### src/user_io_defs.svh
//////////////////////////////////////////////////
// user_io sizing macros: core id on MISO,
// event queue depth, credits granted at reset
//////////////////////////////////////////////////

`ifndef USER_IO_DEFS_SVH
`define USER_IO_DEFS_SVH

`default_nettype none

// id shifted out during the opcode byte
`define USER_IO_CORE_ID 8'ha1 // minimig core id

// kbd / mouse event fifo, power of two
`define HID_QUEUE_DEPTH 8 // entries

// credits the core hands out after reset
`define HID_INIT_CREDITS 2 // also the ceiling

`default_nettype wire

`endif
### src/user_io_pkg.sv
//////////////////////////////////////////////////
// user_io types: frame opcodes, decoder
// states, kbd / mouse event types
//////////////////////////////////////////////////

`default_nettype none

package user_io_pkg;

  // first byte of every frame
  typedef enum logic [7:0] {
    OP_NONE    = 8'h00, // unknown opcodes land here
    OP_BUTTONS = 8'h01, // buttons [1:0], switches [3:2]
    OP_JOY0    = 8'h02, // joystick 0 [5:0]
    OP_JOY1    = 8'h03, // joystick 1 [5:0]
    OP_MOUSE   = 8'h04, // x, y, buttons
    OP_KBD     = 8'h05  // keycode stream
  } uio_opcode_e;

  // frame position in the decoder
  typedef enum logic [1:0] {
    ST_IDLE    = 2'd0, // ss_n high
    ST_OPCODE  = 2'd1, // first byte, core id on miso
    ST_PAYLOAD = 2'd2  // everything after
  } dec_state_e;

  // tag carried with each queued event
  typedef enum logic [1:0] {
    KM_MOUSE_X = 2'd0, // signed x step
    KM_MOUSE_Y = 2'd1, // signed y step
    KM_KEY     = 2'd2  // keycode
  } km_type_e;

endpackage

`default_nettype wire

### src/user_io_top.sv
//////////////////////////////////////////////////
// user_io top: spi decode, hid execute,
// event queue toward the core
//////////////////////////////////////////////////

`timescale 1ns/1ps
`default_nettype none

module user_io_top (
  input  wire                   clk_28,
  input  wire                   pll_locked,       // async, active low
  input  wire                   spi_sck,
  input  wire                   spi_ss_n,         // conf_data0 on the board
  input  wire                   spi_mosi,
  output logic                  spi_miso,
  input  wire                   credit_return,
  output logic [5:0]            joy0,
  output logic [5:0]            joy1,
  output logic [1:0]            board_buttons,
  output logic [1:0]            board_switches,
  output logic [2:0]            mouse_buttons,
  output logic [7:0]            kbd_mouse_data,
  output user_io_pkg::km_type_e kbd_mouse_type,
  output logic                  kbd_mouse_strobe,
  output logic                  queue_overflow
);

  import user_io_pkg::*;

  logic        byte_valid;    // decode -> execute
  logic [7:0]  rx_byte;
  uio_opcode_e opcode;
  logic [1:0]  payload_index;
  logic        push;          // execute -> queue
  logic [7:0]  push_data;
  km_type_e    push_type;

  spi_cmd_decode u_decode (
    .clk_28        (clk_28       ),
    .pll_locked    (pll_locked   ),
    .spi_sck       (spi_sck      ),
    .spi_ss_n      (spi_ss_n     ),
    .spi_mosi      (spi_mosi     ),
    .spi_miso      (spi_miso     ),
    .byte_valid    (byte_valid   ),
    .rx_byte       (rx_byte      ),
    .opcode        (opcode       ),
    .payload_index (payload_index)
  );

  hid_execute u_execute (
    .clk_28         (clk_28        ),
    .pll_locked     (pll_locked    ),
    .byte_valid     (byte_valid    ),
    .rx_byte        (rx_byte       ),
    .opcode         (opcode        ),
    .payload_index  (payload_index ),
    .joy0           (joy0          ),
    .joy1           (joy1          ),
    .board_buttons  (board_buttons ),
    .board_switches (board_switches),
    .mouse_buttons  (mouse_buttons ),
    .push           (push          ),
    .push_data      (push_data     ),
    .push_type      (push_type     )
  );

  kbd_mouse_queue u_queue (
    .clk_28           (clk_28          ),
    .pll_locked       (pll_locked      ),
    .push             (push            ),
    .push_data        (push_data       ),
    .push_type        (push_type       ),
    .credit_return    (credit_return   ),
    .kbd_mouse_strobe (kbd_mouse_strobe),
    .kbd_mouse_data   (kbd_mouse_data  ),
    .kbd_mouse_type   (kbd_mouse_type  ),
    .queue_overflow   (queue_overflow  )
  );

endmodule

`default_nettype wire

### src/kbd_mouse_queue.sv
//////////////////////////////////////////////////
// kbd / mouse event fifo with credit gated
// strobe toward the core
//////////////////////////////////////////////////

`timescale 1ns/1ps
`include "user_io_defs.svh"
`default_nettype none

module kbd_mouse_queue (
  input  wire                   clk_28,
  input  wire                   pll_locked,
  input  wire                   push,
  input  wire  [7:0]            push_data,
  input  user_io_pkg::km_type_e push_type,
  input  wire                   credit_return,    // one pulse per credit
  output logic                  kbd_mouse_strobe,
  output logic [7:0]            kbd_mouse_data,
  output user_io_pkg::km_type_e kbd_mouse_type,
  output logic                  queue_overflow    // sticky until reset
);

  import user_io_pkg::*;

  localparam int PTR_W = $clog2(`HID_QUEUE_DEPTH);
  localparam int CNT_W = PTR_W + 1;
  localparam int CRD_W = $clog2(`HID_INIT_CREDITS + 1);
  localparam logic [CNT_W-1:0] DEPTH   = CNT_W'(`HID_QUEUE_DEPTH);
  localparam logic [CRD_W-1:0] MAX_CRD = CRD_W'(`HID_INIT_CREDITS);

  logic [7:0]       mem_data [0:`HID_QUEUE_DEPTH-1];
  km_type_e         mem_type [0:`HID_QUEUE_DEPTH-1];
  logic [PTR_W-1:0] wr_ptr;     // wraps at the power of two depth
  logic [PTR_W-1:0] rd_ptr;
  logic [CNT_W-1:0] count;
  logic [CRD_W-1:0] credit_cnt;
  logic             empty;
  logic             full;
  logic             accept;
  logic             pop;
  logic [7:0]       head_data;
  km_type_e         head_type;

  assign empty  = (count == '0);
  assign full   = (count == DEPTH);
  assign accept = push && !full;
  // empty queue forwards the incoming push directly
  assign head_data = empty ? push_data : mem_data[rd_ptr];
  assign head_type = empty ? push_type : mem_type[rd_ptr];
  assign pop = (!empty || push) && (credit_cnt != '0); // head ready and a credit left

  //////////////////////////////////////////////////
  // storage
  //////////////////////////////////////////////////

  always_ff @(posedge clk_28) begin
    if (accept) begin
      mem_data[wr_ptr] <= push_data;
      mem_type[wr_ptr] <= push_type;
    end
  end

  //////////////////////////////////////////////////
  // pointers, credits, core outputs
  //////////////////////////////////////////////////

  always_ff @(posedge clk_28 or negedge pll_locked) begin
    if (!pll_locked) begin
      wr_ptr           <= '0;
      rd_ptr           <= '0;
      count            <= '0;
      credit_cnt       <= MAX_CRD; // core grants these at start
      kbd_mouse_strobe <= 1'b0;
      kbd_mouse_data   <= 8'd0;
      kbd_mouse_type   <= KM_MOUSE_X;
      queue_overflow   <= 1'b0;
    end else begin
      kbd_mouse_strobe <= pop;
      if (pop) begin
        kbd_mouse_data <= head_data;
        kbd_mouse_type <= head_type;
        rd_ptr         <= rd_ptr + 1'b1;
      end
      if (accept)
        wr_ptr <= wr_ptr + 1'b1;
      if (push && full)
        queue_overflow <= 1'b1; // push lost

      case ({accept, pop})
        2'b10:   count <= count + 1'b1;
        2'b01:   count <= count - 1'b1;
        default: ; // bypass or idle
      endcase

      case ({credit_return, pop})
        2'b10:   credit_cnt <= credit_cnt + 1'b1; // credit back from the core
        2'b01:   credit_cnt <= credit_cnt - 1'b1;
        default: ; // return and spend cancel
      endcase
    end
  end

endmodule

`default_nettype wire

### src/hid_execute.sv
//////////////////////////////////////////////////
// hid register file and kbd / mouse event
// generation from decoded payload bytes
//////////////////////////////////////////////////

`timescale 1ns/1ps
`default_nettype none

module hid_execute (
  input  wire                      clk_28,
  input  wire                      pll_locked,
  input  wire                      byte_valid,
  input  wire  [7:0]               rx_byte,
  input  user_io_pkg::uio_opcode_e opcode,
  input  wire  [1:0]               payload_index,
  output logic [5:0]               joy0,
  output logic [5:0]               joy1,
  output logic [1:0]               board_buttons,
  output logic [1:0]               board_switches,
  output logic [2:0]               mouse_buttons,
  output logic                     push,        // one cycle, never stalled
  output logic [7:0]               push_data,
  output user_io_pkg::km_type_e    push_type
);

  import user_io_pkg::*;

  logic     first_byte; // index 0 of the frame
  logic     ev_byte;    // this byte becomes a queue entry
  km_type_e ev_type;

  assign first_byte = (payload_index == 2'd0);

  // which bytes turn into events and with what tag
  always_comb begin
    ev_byte = 1'b0;
    ev_type = KM_KEY;
    case (opcode)
      OP_KBD: ev_byte = 1'b1; // every keycode
      OP_MOUSE: begin
        ev_byte = (payload_index == 2'd0) || (payload_index == 2'd1);
        ev_type = first_byte ? KM_MOUSE_X : KM_MOUSE_Y;
      end
      default: ev_byte = 1'b0;
    endcase
  end

  //////////////////////////////////////////////////
  // hid registers
  //////////////////////////////////////////////////

  always_ff @(posedge clk_28 or negedge pll_locked) begin
    if (!pll_locked) begin
      joy0           <= 6'd0;
      joy1           <= 6'd0;
      board_buttons  <= 2'd0;
      board_switches <= 2'd0;
      mouse_buttons  <= 3'd0;
      push           <= 1'b0;
    end else begin
      push <= byte_valid && ev_byte; // lines up with the register update
      if (byte_valid) begin
        case (opcode)
          OP_BUTTONS: begin
            if (first_byte) begin // extra bytes ignored
              board_buttons  <= rx_byte[1:0];
              board_switches <= rx_byte[3:2];
            end
          end
          OP_JOY0: if (first_byte) joy0 <= rx_byte[5:0];
          OP_JOY1: if (first_byte) joy1 <= rx_byte[5:0];
          OP_MOUSE: begin
            if (payload_index == 2'd2)
              mouse_buttons <= rx_byte[2:0]; // index 3 and later dropped
          end
          default: ; // keyboard only pushes, no-op ignored
        endcase
      end
    end
  end

  // event payload, qualified by push
  always_ff @(posedge clk_28) begin
    if (byte_valid) begin
      push_data <= rx_byte;
      push_type <= ev_type;
    end
  end

endmodule

`default_nettype wire

### src/spi_cmd_decode.sv
//////////////////////////////////////////////////
// spi slave byte receiver and frame decoder,
// core id shifted out on miso during opcode byte
//////////////////////////////////////////////////

`timescale 1ns/1ps
`include "user_io_defs.svh"
`default_nettype none

module spi_cmd_decode (
  input  wire                      clk_28,
  input  wire                      pll_locked,
  input  wire                      spi_sck,
  input  wire                      spi_ss_n,
  input  wire                      spi_mosi,
  output logic                     spi_miso,
  output logic                     byte_valid,    // one cycle per payload byte
  output logic [7:0]               rx_byte,
  output user_io_pkg::uio_opcode_e opcode,        // held for the whole frame
  output logic [1:0]               payload_index  // saturates at 3
);

  import user_io_pkg::*;

  localparam logic [7:0] CORE_ID = `USER_IO_CORE_ID;

  logic [1:0] sck_sync;   // 2-flop synchronizers
  logic [1:0] ss_sync;
  logic [1:0] mosi_sync;
  logic       sck_d;      // for edge detect
  logic       sck_rise;
  logic       sck_fall;
  logic       ss_active;
  dec_state_e state;
  logic [2:0] bit_cnt;    // bits received in current byte
  logic [6:0] rx_shift;
  logic [6:0] tx_shift;   // remaining id bits
  logic [7:0] rx_next;
  logic       byte_done;

  // anything outside 01..05 is treated as no-op
  function automatic uio_opcode_e map_opcode(input logic [7:0] b);
    case (b)
      OP_BUTTONS, OP_JOY0, OP_JOY1, OP_MOUSE, OP_KBD: map_opcode = uio_opcode_e'(b);
      default: map_opcode = OP_NONE;
    endcase
  endfunction

  //////////////////////////////////////////////////
  // pin synchronizers
  //////////////////////////////////////////////////

  always_ff @(posedge clk_28 or negedge pll_locked) begin
    if (!pll_locked) begin
      sck_sync  <= 2'b00;
      ss_sync   <= 2'b11; // deselected
      mosi_sync <= 2'b00;
      sck_d     <= 1'b0;
    end else begin
      sck_sync  <= {sck_sync[0], spi_sck};
      ss_sync   <= {ss_sync[0], spi_ss_n};
      mosi_sync <= {mosi_sync[0], spi_mosi};
      sck_d     <= sck_sync[1];
    end
  end

  assign sck_rise  = sck_sync[1] & ~sck_d;  // mode 0 sample edge
  assign sck_fall  = ~sck_sync[1] & sck_d;  // mode 0 shift edge
  assign ss_active = ~ss_sync[1];
  assign rx_next   = {rx_shift, mosi_sync[1]}; // msb first
  assign byte_done = sck_rise && (bit_cnt == 3'd7);

  //////////////////////////////////////////////////
  // frame fsm, byte assembly, miso
  //////////////////////////////////////////////////

  always_ff @(posedge clk_28 or negedge pll_locked) begin
    if (!pll_locked) begin
      state         <= ST_IDLE;
      bit_cnt       <= 3'd0;
      rx_shift      <= 7'd0;
      tx_shift      <= 7'd0;
      spi_miso      <= 1'b0;
      byte_valid    <= 1'b0;
      rx_byte       <= 8'd0;
      opcode        <= OP_NONE;
      payload_index <= 2'd0;
    end else begin
      byte_valid <= 1'b0;
      if (byte_valid && (payload_index != 2'd3))
        payload_index <= payload_index + 2'd1; // step after the byte is reported

      if (sck_rise && (state != ST_IDLE)) begin
        rx_shift <= rx_next[6:0];
        bit_cnt  <= bit_cnt + 3'd1; // wraps to 0 at byte end
      end

      if (!ss_active) begin
        state    <= ST_IDLE; // partial byte dropped
        bit_cnt  <= 3'd0;
        spi_miso <= 1'b0;
      end else begin
        case (state)
          ST_IDLE: begin
            state         <= ST_OPCODE;
            bit_cnt       <= 3'd0;
            payload_index <= 2'd0;
            spi_miso      <= CORE_ID[7]; // msb valid before first rise
            tx_shift      <= CORE_ID[6:0];
          end
          ST_OPCODE: begin
            if (sck_fall) begin
              spi_miso <= tx_shift[6];
              tx_shift <= {tx_shift[5:0], 1'b0};
            end
            if (byte_done) begin
              opcode <= map_opcode(rx_next);
              state  <= ST_PAYLOAD;
            end
          end
          ST_PAYLOAD: begin
            if (sck_fall)
              spi_miso <= 1'b0; // nothing to return on payload
            if (byte_done) begin
              byte_valid <= 1'b1;
              rx_byte    <= rx_next;
            end
          end
          default: state <= ST_IDLE;
        endcase
      end
    end
  end

endmodule

`default_nettype wire

### config.mk
export PLATFORM = sky130hd
export DESIGN_NAME = user_io_top
export DESIGN_NICKNAME = d
export VERILOG_FILES = /design/src/user_io_pkg.sv /design/src/user_io_top.sv /design/src/kbd_mouse_queue.sv /design/src/hid_execute.sv /design/src/spi_cmd_decode.sv
export VERILOG_INCLUDE_DIRS = /design/src /design/src/src
export SDC_FILE = /design/constraint.sdc
export NUM_CORES = 1
export LEC_CHECK = 0
export ABC_AREA = 1
export BUFFER_PORTS_ARGS = -buffer_cell sky130_fd_sc_hd__clkbuf_2
export CAP_MARGIN = 25
export CORE_ASPECT_RATIO = 0.8
export CORE_MARGIN = 8
export CORE_UTILIZATION = 45
export DETAILED_ROUTE_END_ITERATION = 6
export GPL_ROUTABILITY_DRIVEN = 0
export GPL_TIMING_DRIVEN = 0
export PLACE_DENSITY = 0.58
export SLEW_MARGIN = 0
export SYNTH_ARGS = -nofsm -noshare
export SYNTH_HDL_FRONTEND = slang
export SYNTH_SLANG_ARGS = --single-unit
### constraint.sdc
create_clock -name clk_28 -period 2.91 [get_ports clk_28]
set_input_delay 0.4365 -clock clk_28 [delete_from_list [all_inputs] [get_ports clk_28]]
set_output_delay 0.4365 -clock clk_28 [all_outputs]
set_load 0.05 [all_outputs]
Word level (Yosys, flattened, before mapping)
Memory sizes are Yosys's and may differ from the RTL's.
Index checks and enable logic that the tools add are counted.

word-level totals
  input bits = 6
  register bits = 100
  RAM bits = 80
  output and inout bits = 32
  memories = 2

memories
  name              words  bits a word  rd ports  clocked after memory_dff  write ports  RTL line               RTL
  u_queue.mem_data  8      8            1         0                         1            kbd_mouse_queue.sv:31  logic [7:0] mem_data [0:`HID_QUEUE_DEPTH-1];
  u_queue.mem_type  8      2            1         0                         1            kbd_mouse_queue.sv:32  km_type_e mem_type [0:`HID_QUEUE_DEPTH-1];

cells by class
  bitwise operators = 5
  reductions and logical operators = 31
  equal/unequal tests = 26
  mux-type cells = 27
  add/sub/neg operators = 8

operator list
  operator                                               count
  == test 8 x 2 -> 1 bit, second input constant          4
  == test 8 x 3 -> 1 bit, second input constant          4
  AND reduction 3 bit                                    8
  == test 8 x 1 -> 1 bit, second input constant          2
  two-way mux 8 bit                                      2
  one-hot mux 7 bit (2 select lines)                     1
  two-way mux 2 bit                                      6
  nonzero test 2 bit                                     5
  adder 3 x 1 -> 3 bit, second input constant            3
  two-way mux 1 bit                                      9
  two-way mux 3 bit                                      3
  inequality test 3 x 1 -> 1 bit, second input constant  3
  == test 2 x 1 -> 1 bit, second input constant          4
  == test 2 bit, second input constant                   4
  one-hot mux 4 bit (2 select lines)                     1
  logical AND 1 bit                                      7
  two-way mux 7 bit                                      1
  one-hot mux 2 bit (3 select lines)                     1
  OR reduction 5 bit                                     1
  adder 2 x 1 -> 2 bit, second input constant            2
  adder 4 x 1 -> 4 bit, second input constant            1
  == test 4 bit, second input constant                   1
  logical NOT 2 bit                                      2
  logical NOT 4 bit                                      1
  15 further kinds                                       21

Depth between registers and ports, before layout
  depth in word-level cells = 6
  depth in mapped cells = 11
  gate-level depth less buffers = 10

Hierarchy
From an unflattened synthesis, not the netlist that was laid out.

second synthesis, totals
  cell total of the unflattened synthesis = 719
  area total of the unflattened synthesis = 7719.9 sq um

by module, submodules not included
  module           area each (sq um)  sequential area each (sq um)  cells an instance  times used
  kbd_mouse_queue  4448.0             3004.1                        394                1
  spi_cmd_decode   1971.9             1153.6                        201                1
  hid_execute      1300.0             800.8                         124                1

Worst setup path after synthesis
No wires, ideal clock.

  path kind = reg2reg
  from = reg u_queue.count[0]
  to = reg u_queue.count[2]
  clock period less this slack = 2072 ps
  stages on the path, launching flop included = 12
  arrival = 1943 ps
  path slack = 838 ps
  path through = dfrtp_1 -> nor2_1 -> nand3_1 -> o21ai_1 -> buf_4 -> inv_2 -> ha_1 -> xor2_1 -> ha_1 -> a21oi_1 -> xor2_1 -> o21ai_0

between the ends
  cells in the longest elaborated chain, start to end = 6
  elaborated cells between the ends (all ways) = 13
  classes of those cells = add/sub: 2; eq/ne: 3; mux: 1; reduce/logical: 7

RTL lines
  element                                                                   RTL line               RTL
  start: declaration                                                        kbd_mouse_queue.sv:35  logic [CNT_W-1:0] count;
  start signal: assignment                                                  kbd_mouse_queue.sv:90  2'b10: count <= count + 1'b1;
  start signal: assignment                                                  kbd_mouse_queue.sv:91  2'b01: count <= count - 1'b1;
  logical NOT 4 bit (*)                                                     kbd_mouse_queue.sv:44  assign empty = (count == '0);
  logical NOT 1 bit (*)                                                     kbd_mouse_queue.sv:50  assign pop = (!empty || push) && (credit_cnt != '0);
  logical OR 1 bit (*)                                                      kbd_mouse_queue.sv:50
  logical AND 1 bit (*)                                                     kbd_mouse_queue.sv:50
  net u_queue.pop                                                           kbd_mouse_queue.sv:40  logic pop;
  == test 2 x 1 -> 1 bit or == test 2 bit (tied branches)                   kbd_mouse_queue.sv:89  case ({accept, pop})
  one-hot mux 4 bit (2 select lines) or nonzero test 2 bit (tied branches)  --

The timed path passes the listed nets; every way through them passes the cells marked *.
A chain may end at the register's enable or synchronous reset.

Worst setup path in the final report
Ends and elaborated chain as after synthesis.

==> impl_metrics.json <==
{
  "cp_max_fo": 10,
  "synthCells": 691,
  "cts_sinks": 180,
  "period_share": 0.825,
  "rsz0062_at_grt": "false",
  "h-tree-depth": 4,
  "finalHoldViolations": 0,
  "p_total_mw": 5.31,
  "tightest_slew_ps": 896,
  "drv_cap": 0,
  "slew_headroom": 0.401,
  "antenna_found_initial": 0,
  "skew_ps": 13.2,
  "grt_pass1_vias": 4922,
  "cts_setup_buffers": 0,
  "ys_warn_count": 0,
  "pwr-share-comb": 0.047,
  "min_path_type": "input pin to async pin",
  "synth.distinct_cells": 39,
  "vias_per_cell": 4.93,
  "coreArea_um2": 16300,
  "mostFrequentLayoutCell": "nand2_1",
  "drive_gt1_frac": 0.142,
  "r2r_start": "u_queue.count[0]$_DFFE_PN0P_",
  "finalSetupViolCount": 0,
  "clk_latency_ps": 420,
  "cp-end-kind": "flip-flop",
  "n_antenna_cell": 0,
  "cts_buffer_depth": 2,
  "start_util": 0.453,
  "grt_pass1_wl_um": 25100,
  "area_growth_pct": 14.9,
  "netlist_area_um2": 7400,
  "ys_seq_area_frac": 0.670,
  "ff2ff_path_depth": 11,
  "gr-usage-all-layers": 0.154,
  "firstDrtPassIters": 5,
  "leakage_nw": 3.61,
  "die-area_um2": 20800,
  "fin_setup_tns_ps": 0,
  "reg2reg_to": "u_queue.count[2]$_DFFE_PN0P_",
  "drc": 0,
  "grt_max_degree": 58,
  "fmax_mhz": 417,
  "p_switching_mw": 1.15,
  "nets": 774,
  "path_clk_slew_ps": 60,
  "clk_root_buffer_cell": "clkbuf_16",
  "mostFrequentLayoutCells": "nand2_1, edfxtp_1, dfrtp_1, nand3_1, inv_1",
  "ant_nets": 0,
  "cts_resized": 0,
  "syn_nets": 713,
  "wl_um": 15200,
  "status": "finished clean",
  "std_cell_rows": 42,
  "avgSynthCellArea_um2": 10.7,
  "cts_hold_buf": 0,
  "r2r_setup_slack_ps": 510,
  "pwr-share-seq": 0.535,
  "dp_hpwl_um": 10400,
  "switching_share": 0.217,
  "drtIter0Drc": 337,
  "cts_made_buffers": 17,
  "wire_per_inst_um": 15.4,
  "ir_worst_vdd_uv": 462,
  "maxSlewViolCount": 0,
  "die-height_um": 131,
  "internal_power_mw": 4.16,
  "power_frac_clock": 0.418,
  "ioPinCount": 38,
  "crit_type": "flip-flop to flip-flop",
  "start_kind": "flip-flop",
  "port_buffers": 37,
  "grt_overflow": 0,
  "ys_ff_latch": 180,
  "cp.required_ps": 3210,
  "powerDensity_nw_per_um2": 624,
  "cp_data_arrival_time_ps": 2700,
  "finalCriticalPeriod_ps": 2400,
  "die-width_um": 159,
  "cts_tree": "yes",
  "vias": 4857
}
-- flip-flops by register name, indices dropped and copies added, names as in the netlist, 3 cells and up --
name,flops
u_execute.mouse_buttons,3
u_decode.tx_shift,7
u_queue.mem_data,64
u_queue.count,4
u_decode.opcode,8
u_decode.rx_shift,7
u_queue.mem_type,16
u_execute.joy1,6
u_execute.push_data,8
u_queue.wr_ptr,3
u_execute.joy0,6
u_queue.kbd_mouse_data,8
u_decode.rx_byte,8
u_queue.rd_ptr,3
u_decode.bit_cnt,3
-- through the flow --
stage | util | instance area, um^2 | hold slack (ps) | worst slack [ps] | instances
2_1_floorplan | - | 7400 | 141 | 838 | 691
3_3_place_gp | 0.481 | 7860 | 338 | 331 | 948
3_5_place_dp | 0.484 | 7910 | 335 | 519 | 951
4_1_cts | 0.519 | 8490 | 24.5 | 488 | 983
5_1_grt | 0.520 | 8500 | 44.1 | 284 | 985
6_report | 0.520 | 8500 | 11.9 | 510 | 985
-- Yosys cell counts, drive strengths merged --
| library cell | n | area (um^2) |
|---|---|---|
| nor3b | 1 | 18.8 |
| a21oi | 11 | 66.3 |
| nand3 | 85 | 425 |
| nand2 | 186 | 708 |
| o22ai | 1 | 6.26 |
| nor3 | 3 | 15.0 |
| o31ai | 2 | 15.0 |
| o2111ai | 1 | 8.76 |
| a22oi | 1 | 7.51 |
| a31oi | 1 | 6.26 |
| edfxtp | 90 | 2700 |
| dfstp | 3 | 78.8 |
| nor2 | 55 | 224 |
| nand4 | 1 | 6.26 |
| ha | 16 | 200 |
| dfrtp | 87 | 2180 |
| mux2 | 2 | 22.5 |
| or2 | 2 | 12.5 |
| a32o | 2 | 20.0 |
| o211ai | 1 | 7.51 |
| o21ai | 47 | 243 |
| buf | 18 | 98.8 |
| a41o | 1 | 10.0 |
| xnor2 | 3 | 26.3 |
| inv | 60 | 225 |
| clkbuf | 6 | 23.8 |
| xor2 | 5 | 43.8 |
-- critical path, stage by stage (launching register included) --
cell and delay, ps:
dfrtp_1 430, nor2_1 160, nand3_1 140, o21ai_1 170, buf_4 220, inv_2 130, ha_1 270, xor2_1 180
ha_1 210, a21oi_1 150, xor2_1 150, o21ai_0 80
-- worst max path at each step --
stage | to | cells past startpoint | start | slack, ps
final | u_queue.count[2]$_DFFE_PN0P_ | 11 | u_queue.count[0]$_DFFE_PN0P_ | 510
after global routing | u_queue.count[2]$_DFFE_PN0P_ | 11 | u_queue.count[0]$_DFFE_PN0P_ | 280
after CTS | u_queue.count[2]$_DFFE_PN0P_ | 11 | u_queue.count[0]$_DFFE_PN0P_ | 490
after detailed placement | u_queue.count[2]$_DFFE_PN0P_ | 11 | u_queue.count[0]$_DFFE_PN0P_ | 520
after global placement | u_queue.kbd_mouse_data[6]$_DFFE_PN0P_ | 1 | pll_locked | 330
after floorplan | u_queue.count[2]$_DFFE_PN0P_ | 11 | u_queue.count[0]$_DFFE_PN0P_ | 840
-- layer usage --
layer,routed length (um),part of all wire,GRT usage,vias to the layer above
li1,-,-,-,2417
met1,7160,0.47,0.199,2342
met2,7300,0.48,0.257,84
met3,607,0.040,0.0307,14
met4,147,0.0097,0.0614,0
met5,0,0,0,-
-- power by group through the flow --
stage / sequential (mW) / combinational (mW) / clock, mW
floorplan: 2.88 / 0.170 / 0
global placement: 2.88 / 0.241 / 0
detailed placement: 2.89 / 0.255 / 0
CTS: 2.84 / 0.257 / 2.26
global route: 2.85 / 0.287 / 2.35
finish: 2.84 / 0.251 / 2.22
-- layout make-up --
class                           instances  area, um^2
Multi-Input combinational cell        427        2090
Clock buffer                           25         507
Tap cell                              220         275
Timing Repair Buffer                   42         253
Inverter                               60         225
Fill cell                            1444        7840
Sequential cell                       180        4960
Clock inverter                          7        68.8
Buffer                                 24         123
-- kinds of logic after synthesis --
group	synth area share
fa+ha+maj	0.0271
buf+inv	0.0470
flops	0.670
simple gates	0.191
mux	0.00304
compound gates	0.0528
xor+xnor	0.00947
(Power assumes the default switching activity.)
